**config.mk**
```make
export PLATFORM = sky130hd
export DESIGN_NAME = smc_lite
export DESIGN_NICKNAME = d
export VERILOG_FILES = /design/src/logic/smc_mem_pkg.sv /design/src/logic/smc_reg_pkg.sv /design/src/logic/smc_access_fsm.sv /design/src/logic/smc_apb_if.sv /design/src/logic/smc_cfreg.sv /design/src/logic/smc_lite.sv
export VERILOG_INCLUDE_DIRS = /design/src /design/src/logic
export SDC_FILE = /design/constraint.sdc
export NUM_CORES = 1
export LEC_CHECK = 0
export BUFFER_PORTS_ARGS = -buffer_cell sky130_fd_sc_hd__buf_2
export CAP_MARGIN = 5
export CORE_UTILIZATION = 44
export CTS_BUF_LIST = sky130_fd_sc_hd__clkbuf_8
export DETAILED_ROUTE_END_ITERATION = 7
export HOLD_SLACK_MARGIN = 0.05
export PLACE_DENSITY = 0.91
export SLEW_MARGIN = 40
export SYNTH_ARGS = -nofsm -noshare
export SYNTH_HDL_FRONTEND = slang
export SYNTH_SLANG_ARGS = --single-unit
```
**constraint.sdc**
```tcl
create_clock -name pclk -period 4.2 [get_ports pclk]
set_input_delay 0.42 -clock pclk [delete_from_list [all_inputs] [get_ports pclk]]
set_output_delay 0.42 -clock pclk [all_outputs]
set_load 0.1 [all_outputs]
```
**src/logic/smc_defines.svh**
```systemverilog
// Global widths and reset constants for the lite static memory controller
// Include in any RTL or testbench file that sizes buses or checks config
`ifndef SMC_DEFINES_SVH
`define SMC_DEFINES_SVH

// ------------------------------------------------------------
// Bus widths
// ------------------------------------------------------------
`define SMC_DATA_W      32   // APB and memory data
`define SMC_MEM_ADDR_W  16   // External memory address
`define SMC_APB_ADDR_W  5    // APB register offset

// ------------------------------------------------------------
// Configuration reset value
// ------------------------------------------------------------
// Read ws 3, write ws 2, hold 1
`define SMC_CFG_RESET   32'h0000_0123

`endif

```
**src/logic/smc_mem_pkg.sv**
```systemverilog
// Memory-side types for the lite SMC
// Sequencer states and the access direction latched per request

package smc_mem_pkg;

  // ------------------------------------------------------------
  // Access sequencer states
  // ------------------------------------------------------------
  typedef enum logic [1:0] {
    ST_IDLE   = 2'd0,  // Waiting for host req
    ST_ACCESS = 2'd1,  // Strobes active, counting wait states
    ST_HOLD   = 2'd2   // Strobes high, hold gap before next req
  } smc_state_e;

  // ------------------------------------------------------------
  // Access opcode
  // ------------------------------------------------------------
  typedef enum logic {
    OP_READ  = 1'b0,  // OE strobe
    OP_WRITE = 1'b1   // WE strobe
  } smc_op_e;

endpackage

```
**src/logic/smc_reg_pkg.sv**
```systemverilog
// Register-side types for the lite SMC
// Register map offsets, config field types and the config/status word layouts
`include "smc_defines.svh"

package smc_reg_pkg;

  typedef logic [`SMC_APB_ADDR_W-1:0] smc_apb_addr_t;  // APB register offset

  // Register map
  typedef enum smc_apb_addr_t {
    REG_CONFIG = 5'h00,  // Wait states and hold
    REG_STATUS = 5'h04   // Busy and sticky overrun
  } smc_reg_addr_e;

  typedef logic [3:0] smc_ws_t;    // Extra strobe cycles, 0..15
  typedef logic [1:0] smc_hold_t;  // Idle gap after access, 0..3

  // Config word, bits 9:0 used, the rest reads zero
  typedef struct packed {
    logic [`SMC_DATA_W-11:0] rsvd;
    smc_hold_t               hold;      // 9:8
    smc_ws_t                 ws_write;  // 7:4
    smc_ws_t                 ws_read;   // 3:0
  } smc_cfg_t;

  // Status word
  typedef struct packed {
    logic [`SMC_DATA_W-3:0] rsvd;
    logic                   overrun;  // Bit 1, sticky
    logic                   busy;     // Bit 0
  } smc_status_t;

endpackage

```
**src/logic/smc_access_fsm.sv**
```systemverilog
// External memory access sequencer
// Accepts single-cycle host strobes, drives CS/OE/WE for ws+1 cycles,
// then an optional hold gap. Requests seen while busy are dropped and
// flagged in the sticky overrun bit of the status word.
`timescale 1ns/1ps
`include "smc_defines.svh"

module smc_access_fsm (
  input  logic                       pclk,          // Clock
  input  logic                       arst_n,        // Async reset, active low
  input  logic                       req,           // Host request strobe
  input  logic                       req_write,     // 1 = write
  input  logic [`SMC_MEM_ADDR_W-1:0] req_addr,      // Host address
  input  logic [`SMC_DATA_W-1:0]     req_wdata,     // Host write data
  input  smc_reg_pkg::smc_ws_t       ws_read,       // Read wait states
  input  smc_reg_pkg::smc_ws_t       ws_write,      // Write wait states
  input  smc_reg_pkg::smc_hold_t     hold,          // Hold gap length
  input  logic [`SMC_DATA_W-1:0]     mem_rdata,     // Memory read data
  input  logic                       status_clr,    // Clear overrun
  output logic                       done,          // Access complete pulse
  output logic [`SMC_DATA_W-1:0]     rdata,         // Captured read data
  output logic                       busy,          // Sequencer not idle
  output logic [`SMC_DATA_W-1:0]     status_rdata,  // Status word
  output logic                       mem_cs_n,      // Chip select
  output logic                       mem_oe_n,      // Output enable
  output logic                       mem_we_n,      // Write enable
  output logic [`SMC_MEM_ADDR_W-1:0] mem_addr,      // Memory address
  output logic [`SMC_DATA_W-1:0]     mem_wdata      // Memory write data
);

  import smc_reg_pkg::*;
  import smc_mem_pkg::*;

  smc_state_e  state_q;
  smc_op_e     op_q;        // Direction of current access
  smc_ws_t     cnt_q;       // Wait and hold down-counter
  smc_hold_t   hold_q;      // Hold latched at accept
  logic        overrun_q;   // Sticky dropped-request flag
  logic        accept;      // Request taken this cycle
  logic        access_end;  // Last strobe cycle
  smc_status_t status;

  assign accept     = (state_q == ST_IDLE) & req;
  assign access_end = (state_q == ST_ACCESS) & (cnt_q == '0);
  assign busy       = (state_q != ST_IDLE);

  // ------------------------------------------------------------
  // State and counter
  // ------------------------------------------------------------
  always_ff @(posedge pclk or negedge arst_n)
  begin
    if (!arst_n)
    begin
      state_q <= ST_IDLE;
      op_q    <= OP_READ;
      cnt_q   <= '0;
      hold_q  <= '0;
    end
    else
    begin
      case (state_q)
        ST_IDLE:
          if (req)
          begin
            state_q <= ST_ACCESS;
            op_q    <= req_write ? OP_WRITE : OP_READ;
            cnt_q   <= req_write ? ws_write : ws_read;  // Config frozen here
            hold_q  <= hold;
          end
        ST_ACCESS:
          if (cnt_q == '0)
          begin
            if (hold_q != '0)
            begin
              state_q <= ST_HOLD;
              cnt_q   <= {2'b00, hold_q} - 4'd1;
            end
            else
              state_q <= ST_IDLE;
          end
          else
            cnt_q <= cnt_q - 4'd1;
        ST_HOLD:
          if (cnt_q == '0)
            state_q <= ST_IDLE;            // Next req taken after this edge
          else
            cnt_q <= cnt_q - 4'd1;
        default:
          state_q <= ST_IDLE;
      endcase
    end
  end

  // ------------------------------------------------------------
  // Memory strobes, done and overrun
  // ------------------------------------------------------------
  always_ff @(posedge pclk or negedge arst_n)
  begin
    if (!arst_n)
    begin
      mem_cs_n  <= 1'b1;
      mem_oe_n  <= 1'b1;
      mem_we_n  <= 1'b1;
      done      <= 1'b0;
      overrun_q <= 1'b0;
    end
    else
    begin
      done <= access_end;                  // One cycle after strobe end
      if (accept)
      begin
        mem_cs_n <= 1'b0;
        mem_oe_n <= req_write;             // Low for read
        mem_we_n <= ~req_write;            // Low for write
      end
      else if (access_end)
      begin
        mem_cs_n <= 1'b1;
        mem_oe_n <= 1'b1;
        mem_we_n <= 1'b1;
      end
      if (req & busy)
        overrun_q <= 1'b1;                 // Set wins over clear
      else if (status_clr)
        overrun_q <= 1'b0;
    end
  end

  // Address, write data and read capture
  always_ff @(posedge pclk)
  begin
    if (accept)
    begin
      mem_addr  <= req_addr;
      mem_wdata <= req_wdata;
    end
    if (access_end && (op_q == OP_READ))
      rdata <= mem_rdata;                  // Sampled at end of OE window
  end

  always_comb
  begin
    status         = '0;
    status.busy    = busy;
    status.overrun = overrun_q;
  end

  assign status_rdata = status;

endmodule

```
**src/logic/smc_apb_if.sv**
```systemverilog
// APB-lite slave front end of the SMC
// Decodes the register offset in the access phase, raises one-cycle write
// strobes for config and status, and muxes read data back onto prdata.
// Zero wait states, purely combinational.
`timescale 1ns/1ps
`include "smc_defines.svh"

module smc_apb_if (
  input  logic                        psel,          // APB select
  input  logic                        penable,       // Access phase
  input  logic                        pwrite,        // 1 = write
  input  smc_reg_pkg::smc_apb_addr_t  paddr,         // Register offset
  input  logic [`SMC_DATA_W-1:0]      pwdata,        // Write data
  input  logic [`SMC_DATA_W-1:0]      cfg_rdata,     // Config readback
  input  logic [`SMC_DATA_W-1:0]      status_rdata,  // Status readback
  output logic [`SMC_DATA_W-1:0]      prdata,        // APB read data
  output logic                        cfg_we,        // Config load strobe
  output logic                        status_clr     // Clears overrun
);

  import smc_reg_pkg::*;

  logic access;      // Access phase of a transfer
  logic sel_config;  // Config register selected
  logic sel_status;  // Status register selected
  logic wr_any;      // Write data on the bus, any offset

  assign access = psel & penable;

  // ------------------------------------------------------------
  // Address decode
  // ------------------------------------------------------------
  always_comb
  begin
    sel_config = 1'b0;
    sel_status = 1'b0;
    if (access)
    begin
      case (paddr)
        REG_CONFIG: sel_config = 1'b1;
        REG_STATUS: sel_status = 1'b1;
        default:    ;                  // Unmapped offset
      endcase
    end
  end

  // One-cycle write strobes, data is don't-care for status
  assign wr_any     = access & pwrite;
  assign cfg_we     = sel_config & wr_any;
  assign status_clr = sel_status & wr_any;

  // ------------------------------------------------------------
  // Read data mux
  // ------------------------------------------------------------
  always_comb
  begin
    prdata = '0;                       // Zero outside access and unmapped
    if (sel_config)
      prdata = cfg_rdata;
    else if (sel_status)
      prdata = status_rdata;
  end

endmodule

```
**src/logic/smc_cfreg.sv**
```systemverilog
// Configuration register of the SMC
// Holds read/write wait states and hold gap, loads from pwdata on cfg_we
// and feeds the fields to the access sequencer. Unused bits read zero.
`timescale 1ns/1ps
`include "smc_defines.svh"

module smc_cfreg (
  input  logic                     pclk,       // APB clock
  input  logic                     arst_n,     // Async reset, active low
  input  logic                     cfg_we,     // Load strobe from APB decode
  input  logic [`SMC_DATA_W-1:0]   pwdata,     // APB write data
  output logic [`SMC_DATA_W-1:0]   cfg_rdata,  // Packed readback
  output smc_reg_pkg::smc_ws_t     ws_read,    // Read wait states
  output smc_reg_pkg::smc_ws_t     ws_write,   // Write wait states
  output smc_reg_pkg::smc_hold_t   hold        // Hold gap cycles
);

  import smc_reg_pkg::*;

  smc_cfg_t  cfg_rst;     // Reset value split into fields
  smc_cfg_t  cfg_wr;      // pwdata viewed as config word
  smc_cfg_t  cfg_rd;      // Readback word
  smc_ws_t   ws_read_q;
  smc_ws_t   ws_write_q;
  smc_hold_t hold_q;

  assign cfg_rst = smc_cfg_t'(`SMC_CFG_RESET);
  assign cfg_wr  = smc_cfg_t'(pwdata);

  // ------------------------------------------------------------
  // Field registers
  // ------------------------------------------------------------
  always_ff @(posedge pclk or negedge arst_n)
  begin
    if (!arst_n)
    begin
      ws_read_q  <= cfg_rst.ws_read;
      ws_write_q <= cfg_rst.ws_write;
      hold_q     <= cfg_rst.hold;
    end
    else if (cfg_we)
    begin
      ws_read_q  <= cfg_wr.ws_read;    // Bits 3:0
      ws_write_q <= cfg_wr.ws_write;   // Bits 7:4
      hold_q     <= cfg_wr.hold;       // Bits 9:8
    end
  end

  // Readback, reserved bits forced low
  always_comb
  begin
    cfg_rd          = '0;
    cfg_rd.ws_read  = ws_read_q;
    cfg_rd.ws_write = ws_write_q;
    cfg_rd.hold     = hold_q;
  end

  assign cfg_rdata = cfg_rd;
  assign ws_read   = ws_read_q;
  assign ws_write  = ws_write_q;
  assign hold      = hold_q;

endmodule

```
**src/logic/smc_lite.sv**
```systemverilog
// Top level of the lite static memory controller
// APB-lite config port, single-strobe host port, one async SRAM/flash
// device. Connects APB decode, config register and access sequencer.
`timescale 1ns/1ps
`include "smc_defines.svh"

module smc_lite (
  input  logic                        pclk,         // Clock
  input  logic                        arst_n,       // Async reset, active low
  // APB-lite
  input  logic                        psel,
  input  logic                        penable,
  input  logic                        pwrite,
  input  smc_reg_pkg::smc_apb_addr_t  paddr,
  input  logic [`SMC_DATA_W-1:0]      pwdata,
  output logic [`SMC_DATA_W-1:0]      prdata,
  // Host
  input  logic                        req,
  input  logic                        req_write,
  input  logic [`SMC_MEM_ADDR_W-1:0]  req_addr,
  input  logic [`SMC_DATA_W-1:0]      req_wdata,
  output logic                        done,
  output logic [`SMC_DATA_W-1:0]      rdata,
  output logic                        busy,
  // External memory
  output logic                        mem_cs_n,
  output logic                        mem_oe_n,
  output logic                        mem_we_n,
  output logic [`SMC_MEM_ADDR_W-1:0]  mem_addr,
  output logic [`SMC_DATA_W-1:0]      mem_wdata,
  input  logic [`SMC_DATA_W-1:0]      mem_rdata
);

  import smc_reg_pkg::*;

  logic                   cfg_we;        // APB to config
  logic                   status_clr;    // APB to sequencer
  logic [`SMC_DATA_W-1:0] cfg_rdata;
  logic [`SMC_DATA_W-1:0] status_rdata;
  smc_ws_t                ws_read;       // Config fields to sequencer
  smc_ws_t                ws_write;
  smc_hold_t              hold;

  smc_apb_if i_apb_if (
    .psel(psel), .penable(penable), .pwrite(pwrite), .paddr(paddr),
    .pwdata(pwdata), .cfg_rdata(cfg_rdata), .status_rdata(status_rdata),
    .prdata(prdata), .cfg_we(cfg_we), .status_clr(status_clr)
  );

  smc_cfreg i_cfreg (
    .pclk(pclk), .arst_n(arst_n), .cfg_we(cfg_we), .pwdata(pwdata),
    .cfg_rdata(cfg_rdata), .ws_read(ws_read), .ws_write(ws_write), .hold(hold)
  );

  smc_access_fsm i_access_fsm (
    .pclk(pclk), .arst_n(arst_n), .req(req), .req_write(req_write),
    .req_addr(req_addr), .req_wdata(req_wdata), .ws_read(ws_read),
    .ws_write(ws_write), .hold(hold), .mem_rdata(mem_rdata),
    .status_clr(status_clr), .done(done), .rdata(rdata), .busy(busy),
    .status_rdata(status_rdata), .mem_cs_n(mem_cs_n), .mem_oe_n(mem_oe_n),
    .mem_we_n(mem_we_n), .mem_addr(mem_addr), .mem_wdata(mem_wdata)
  );

endmodule

```
==> metrics.csv, run 1 <==
metric,value,unit
Gate Count Post-Synth,231,
Register Area,3012,um2
final setup fails,0,
Total Routing Usage GR,17.73,%
P_sw,2.006,mW
post_cts resized,0,
worst path arrival time,1860,ps
Post-synth EDFFs,80,
# fillers,695,
first-pass GRT wire length,11.96,mm
Synth area leader,edfxtp_1,
share of cells above drive strength 1,54.42,%
H-tree depth,3,
hpwl dp,6.832,mm
gr busiest metal,met2,
WS Path Type,in2out,
# diodes,0,
Leak,2.320,nW
CP dominant cell by count,buf_2,
Avg Inst Size Synth,17.01,um2
Internal,1.865,mW
final WL,8.930,mm
Row Count,34,
nets,566,
Synth area leaders,"edfxtp_1 61%, dfrtp_1 11%, dfstp_2 4.7%, buf_4 4.4%, mux2_2 2.9%",
"FF+latch count, synth",104,
outcome,completed,
vias,2595,
worst skew pair latency,370,ps
switching share of total power,51.82,%
global-route met1 utilization,22.97,%
post-synthesis sequential area ratio,76.63,%
Inserted Clock Buffers,9,
number of remaining DRC errors,0,
count of final max-slew check failures,0,
Overflow after GRT,0,
f_max,0.4380,GHz
CP max FO,9,
Area Overhead vs Synth,31.30,%
number of antenna violations at the first check in global routing,0,
Placeable Area,8678,um2
drt wl/cell,16.27,um
GPL Wtd Cong,0.8508,
number of synthesis warnings,0,
cell chain of the critical path,buf_2 -> nor4_2 -> and4b_1 -> and2_1 -> buf_2,
CP required,3780,ps
area of the multi-input gates,774.5,um2
GR met3 Demand/Resource,3.599,%
post-DR vias/cell,4.727,
Worst path max stage delay,460,ps
TritonCTS clock tree,done,
synth cell count leaders,"80 x edfxtp_1, 23 x buf_4, 17 x dfrtp_1",
Detail Route Antenna Nets,0,
1st-pass router iterations,4,
combinational power share,47.1,%
worst-margin pin slew,646.7,ps
min-delay worst type,in2reg,
asr flop ratio synth,23.08,%
vias in the first global route,2325,
Top Ports,241,
"count leader, synth",edfxtp_1,
mapped cell area,3930,um2
final hold vios,0,
crit end category,output port,
Clock Tree Buf Depth,2,
# Post-CTS Setup Buffers,0,
initial drt markers,67,
clock sinks,104,
largest net degree at the start of global routing,56,
Synth Flop Type,edfxtp_1,
Slew Limit Headroom,56.89,%
slowest cell on the critical path,and4b_1,
height of the chip,96.51,um
met2 Resource Use GR,29.11,%
Seq pwr share,37.0,%
RSZ-0062 raised after global routing,false,
hold_buf cts,1,
area share of the largest cell type after synthesis,61.13,%
setup TNS,0,ps
hold depth,1,
"CTS clk-pin slew, worst paths",120,ps
clock group share of total power,15.9,%
Reg2Reg Depth,5,
fin crit period,2283,ps
Root Buffer,clkbuf_8,
Cell Pwr Density,750.0,nW/um2
MaxCap Viol Count,0,
Worst IR Drop VDD,0.3802,mV
initial core utilization,45.29,%
number of port buffers,196,
clock skew,17.97,ps
Synth cell types,40,
Die ar.,9314,um2
Setup crit start kind,input pin,
period utilisation layout,54.35,%
Util after Layout,59.46,%
Die Span X,96.51,um
==> sequential cells by signal, summed over array words and instances, names as in the netlist <==
signal and count:
i_access_fsm.mem_we_n 1, i_access_fsm.mem_wdata 32, i_access_fsm.rdata 32, i_access_fsm.mem_oe_n 1, i_cfreg.ws_write 4, i_access_fsm.overrun_q 1, i_access_fsm.mem_cs_n 1, i_cfreg.ws_read 4
i_access_fsm.done 1, i_access_fsm.op_q 1, i_cfreg.hold 2, i_access_fsm.state_q 2, i_access_fsm.mem_addr 16, i_access_fsm.hold_q 2, i_access_fsm.cnt_q 4
==> layout by cell type, fill, tap and decap left out, types with 2 or more instances in the layout <==
cell / n
o31ai_1: 3
inv_6: 2
mux2i_1: 3
buf_2: 196
mux2_2: 10
and2_1: 8
nand2_1: 10
dfrtp_1: 17
nor2_1: 8
o21ai_0: 9
a21oi_1: 3
nor2b_1: 4
dfstp_2: 7
clkbuf_8: 9
inv_8: 3
a22o_2: 2
conb_1: 22
ha_1: 6
inv_1: 9
edfxtp_1: 80
a211oi_1: 5
==> area by class of cell <==
type                            instances  area share (%)
Multi-Input combinational cell        113           15.01
Clock inverter                          7           1.479
Inverter                               10          0.7759
Sequential cell                       104           58.37
Tap cell                              108           2.619
Timing Repair Buffer                  198           19.35
Clock buffer                            9           2.401
==> critical path: cells and delay by family <==
| kind | cells | cell delay, ps |
|---|---|---|
| buf+inv | 2 | 520 |
| simple gates | 3 | 910 |
==> final timing paths <==
kind	from	endpoint	slack (ps)
min in group asynchronous	arst_n	i_access_fsm.overrun_q$_DFFE_PN0P_	570
max	paddr[1]	prdata[8]	1920
min	req_wdata[6]	i_access_fsm.mem_wdata[6]$_DFFE_PP_	210
min reg2reg	i_access_fsm.mem_cs_n$_DFFE_PN1P_	i_access_fsm.mem_cs_n$_DFFE_PN1P_	510
max reg2reg	i_access_fsm.state_q[1]$_DFFE_PN0P_	i_access_fsm.rdata[17]$_DFFE_PP_	2130
max in group asynchronous	arst_n	i_access_fsm.mem_oe_n$_DFFE_PN1P_	3240
==> power by group through the flow <==
| stage | Combinational (mW) | Clock (mW) | Sequential (mW) |
|---|---|---|---|
| finish | 1.82 | 0.616 | 1.43 |
| floorplan | 0.464 | 0 | 2.54 |
| CTS | 1.83 | 0.635 | 1.43 |
| global placement | 1.80 | 0 | 1.44 |
| global route | 1.90 | 0.675 | 1.45 |
| detailed placement | 1.82 | 0 | 1.46 |
==> kinds of logic after synthesis <==
kind of cell             count (synthesis)  synth area share [%]
AND/OR/NAND/NOR                         40                 6.081
AO/OA/AOI/OAI                           31                 5.699
flip-flops                             104                 76.63
multiplexers                            13                 3.629
XOR/XNOR                                 1                0.2229
buffers and inverters                   35                 5.731
other                                    1               0.09542
adder cells (fa/ha/maj)                  6                 1.910
==> per-stage QoR <==
stage	std cells	instance area (um2)	power, mW	hold WS, ps	setup slack (ps)
floorplan	252	4009	3.007	124.4	683.4
global placement	532	4947	3.241	432.9	1936
detailed placement	532	4950	3.280	443.9	1917
CTS	549	5160	3.896	202.0	1907
global route	549	5160	4.028	194.5	1757
finish	549	5160	3.870	213.9	1917
==> layer usage <==
metal / part of all wire [%] / vias up
li1: - / 1218
met1: 41 / 1239
met2: 50 / 125
met3: 7.2 / 13
met4: 1.8 / 0
met5: 0 / -
Power figures use the tool's default switching activity.
==> run 2, diff against run 1 <==
--- a/config.mk
+++ b/config.mk
@@ -8,11 +8,11 @@
 export LEC_CHECK = 0
 export BUFFER_PORTS_ARGS = -buffer_cell sky130_fd_sc_hd__buf_2
 export CAP_MARGIN = 5
-export CORE_UTILIZATION = 44
+export CORE_UTILIZATION = 40
 export CTS_BUF_LIST = sky130_fd_sc_hd__clkbuf_8
 export DETAILED_ROUTE_END_ITERATION = 7
 export HOLD_SLACK_MARGIN = 0.05
-export PLACE_DENSITY = 0.91
+export PLACE_DENSITY = 0.87
 export SLEW_MARGIN = 40
 export SYNTH_ARGS = -nofsm -noshare
 export SYNTH_HDL_FRONTEND = slang
==> constraint.sdc (replaced) <==
create_clock -name pclk -period 1.8 [get_ports pclk]
set_input_delay 0.18 -clock pclk [delete_from_list [all_inputs] [get_ports pclk]]
set_output_delay 0.18 -clock pclk [all_outputs]
set_load 0.1 [all_outputs]
==> run 2 against run 1 <==
  * The flow now finishes with violations (negative setup slack)
  * Total power is 150% higher
  * Final cell count is 23% higher
  * Sequential share of layout area is 12 points lower
  * Wire length is 21% higher
  * Setup slack worse by 1900 ps
  * Die area is 9.8% higher
  * Critical path depth is 2 higher
  * Clock skew is 5.3 ps higher
  * Critical path type is now reg2reg
  * Critical endpoint is now i_access_fsm.cnt_q[1]$_DFFE_PN0P_
==> metrics.csv, run 2 (synthesis gave the netlist of run 1 again) <==
metric,value,unit,change
hpwl dp,6.751,mm,-1.2%
R2R Setup Slk,-10,ps,-2140 ps
"CTS clk-pin slew, worst paths",100,ps,-20 ps
hold_ws,121.1,ps,-92.83 ps
worst skew pair latency,370,ps,about the same
CP max FO,4,,-5
final hold vios,0,,unchanged
# diodes,0,,unchanged
Setup crit start kind,register,,
Overflow after GRT,0,,unchanged
Slew Limit Headroom,64.58,%,+7.7 points
Worst IR Drop VDD,0.6998,mV,+84%
initial core utilization,41.94,%,-3.3 points
met2 WL,5.995,mm,+33%
TritonCTS clock tree,done,,
nets,674,,+19%
"commonest cells after routing, fill and taps aside","185 x buf_2, 91 x dlygate4sd3_1, 80 x edfxtp_1, 22 x conb_1, 17 x dfrtp_1",,
GPL Wtd Cong,0.8223,,-3.3%
1st-pass router iterations,4,,unchanged
metal1 wirelength,3.848,mm,+6.3%
Clock Tree Buf Depth,2,,unchanged
Regs by FF count,"i_access_fsm.mem_wdata x32, i_access_fsm.rdata x32, i_access_fsm.mem_addr x16",,
crit end category,register,,
Row Count,35,,+2.9%
number of port buffers,196,,unchanged
drt wl/cell,16.00,um,-1.7%
met3 wire length,722,um,+12%
Top Layer Used,met4,,
Die Span X,101.1,um,+4.8%
MaxCap Viol Count,0,,unchanged
outcome,"finished, violations left",,
fin crit period,1813,ps,
number of remaining DRC errors,0,,unchanged
Place WS,-134.0,ps,-2051 ps
first-pass GRT wire length,15.39,mm,+29%
placed cell count,565,,+6.2%
H-tree depth,3,,unchanged
largest net degree at the start of global routing,38,,-32%
count of final max-slew check failures,0,,unchanged
Top Ports,241,,unchanged
Placeable Area,9371,um2,+8.0%
height of the chip,101.1,um,+4.8%
period utilisation layout,100.7,%,
vias,3063,,+18%
Total Routing Usage GR,20.64,%,+2.9 points
Inserted Clock Buffers,9,,unchanged
vias in the first global route,3054,,+31%
overall power,9.638,mW,+150%
final setup fails,1,,+1
failing checks,negative setup slack,,
clock skew,23.31,ps,+5.340 ps
Detail Route Antenna Nets,0,,unchanged
Cell Pwr Density,1482,nW/um2,+98%
initial drt markers,85,,+27%
RSZ-0062 raised after global routing,true,,
"most common cell after layout, fill and taps aside",buf_2,,
Die ar.,10230,um2,+9.8%
worst path arrival time,2070,ps,+210 ps
# fillers,650,,-6.5%
Final Non-Filler Cells,678,,+23%
final worst slack,-12.76,ps,-1930 ps
Leak,2.821,nW,+22%
CP required,2050,ps,-1730 ps
Area Overhead vs Synth,65.46,%,
final WL,10.85,mm,+21%
post-DR vias/cell,4.518,,-4.4%
clock sinks,104,,unchanged
f_max,0.5516,GHz,
Root Buffer,clkbuf_8,,
min-delay worst type,in2reg,,
share of cells above drive strength 1,49.54,%,-4.9 points
number of antenna violations at the first check in global routing,0,,unchanged
WS Path Type,reg2reg,,
worst-margin pin slew,531.4,ps,-115.3 ps
setup TNS,-12.76,ps,-12.76 ps
[run 2: cell count changes in the layout (fill, tap and decap cells not counted), moves of 3 or more]
| cell | change |
|---|---|
| buf_12 | +14 |
| ha_1 | -3 |
| buf_4 | +13 |
| ha_4 | +3 |
| buf_2 | -11 |
| inv_1 | -5 |
| inv_2 | +4 |
| dlygate4sd3_1 | +90 |
[run 2: critical path: stages, from the launching register on]
cell and delay [ps]:
dfrtp_1 400, inv_2 100, ha_4 140, or3b_4 420, buf_6 140, mux2i_1 160, a21oi_2 80, o31ai_2 280
[run 2: area by class of cell]
cell class                 instances  area [um2]  area share [%]
clock inverter                     7       63.81          0.9813
timing repair buffer             306        2245           34.52
inverter                          10       46.29          0.7119
sequential                       104        3012           46.32
tap                              129       161.4           2.482
clock buffer                       9       123.9           1.905
multi-input combinational        113       850.8           13.08
[run 2: final timing paths]
path,from,endpoint,cells past startpoint
worst max-delay path,i_access_fsm.cnt_q[0]$_DFFE_PN0P_,i_access_fsm.cnt_q[1]$_DFFE_PN0P_,7
worst min-delay path,req,i_access_fsm.overrun_q$_DFFE_PN0P_,3
worst max register to register,i_access_fsm.cnt_q[0]$_DFFE_PN0P_,i_access_fsm.cnt_q[1]$_DFFE_PN0P_,7
worst min register to register,i_access_fsm.mem_cs_n$_DFFE_PN1P_,i_access_fsm.mem_cs_n$_DFFE_PN1P_,2
max in group asynchronous,arst_n,i_access_fsm.mem_cs_n$_DFFE_PN1P_,2
min in group asynchronous,arst_n,i_access_fsm.overrun_q$_DFFE_PN0P_,2
[run 2: what timing repair did]
action,in CTS,in global routing
hold buffers,90,1
endpoints found under the setup margin,6,7
pin swaps,2,4
hold endpoints to repair,106,1
setup buffers,2,4
gates resized for setup,2,10
[run 2: through the flow]
stage | utilization (%) | instance area (um2)
4_1_cts | 68.54 | 6424
5_1_grt | 69.39 | 6502
3_5_place_dp | 56.69 | 5313
6_report | 69.39 | 6502
2_1_floorplan | - | 4058
3_3_place_gp | 56.69 | 5313
[run 2: metal layers]
metal / vias up / GRT usage (%)
met2: 153 / 38.98
li1: 1434 / -
met5: - / 0
met3: 20 / 5.895
met4: 0 / 8.473
met1: 1456 / 21.28
[run 2: report_power, final]
part | switching, mW | internal [mW] | leakage, nW
combinational | 3.84 | 1.11 | 1.68
clock | 0.831 | 0.532 | 0.0939
sequential | 0.164 | 3.16 | 1.04
total | 4.83 | 4.81 | 2.82
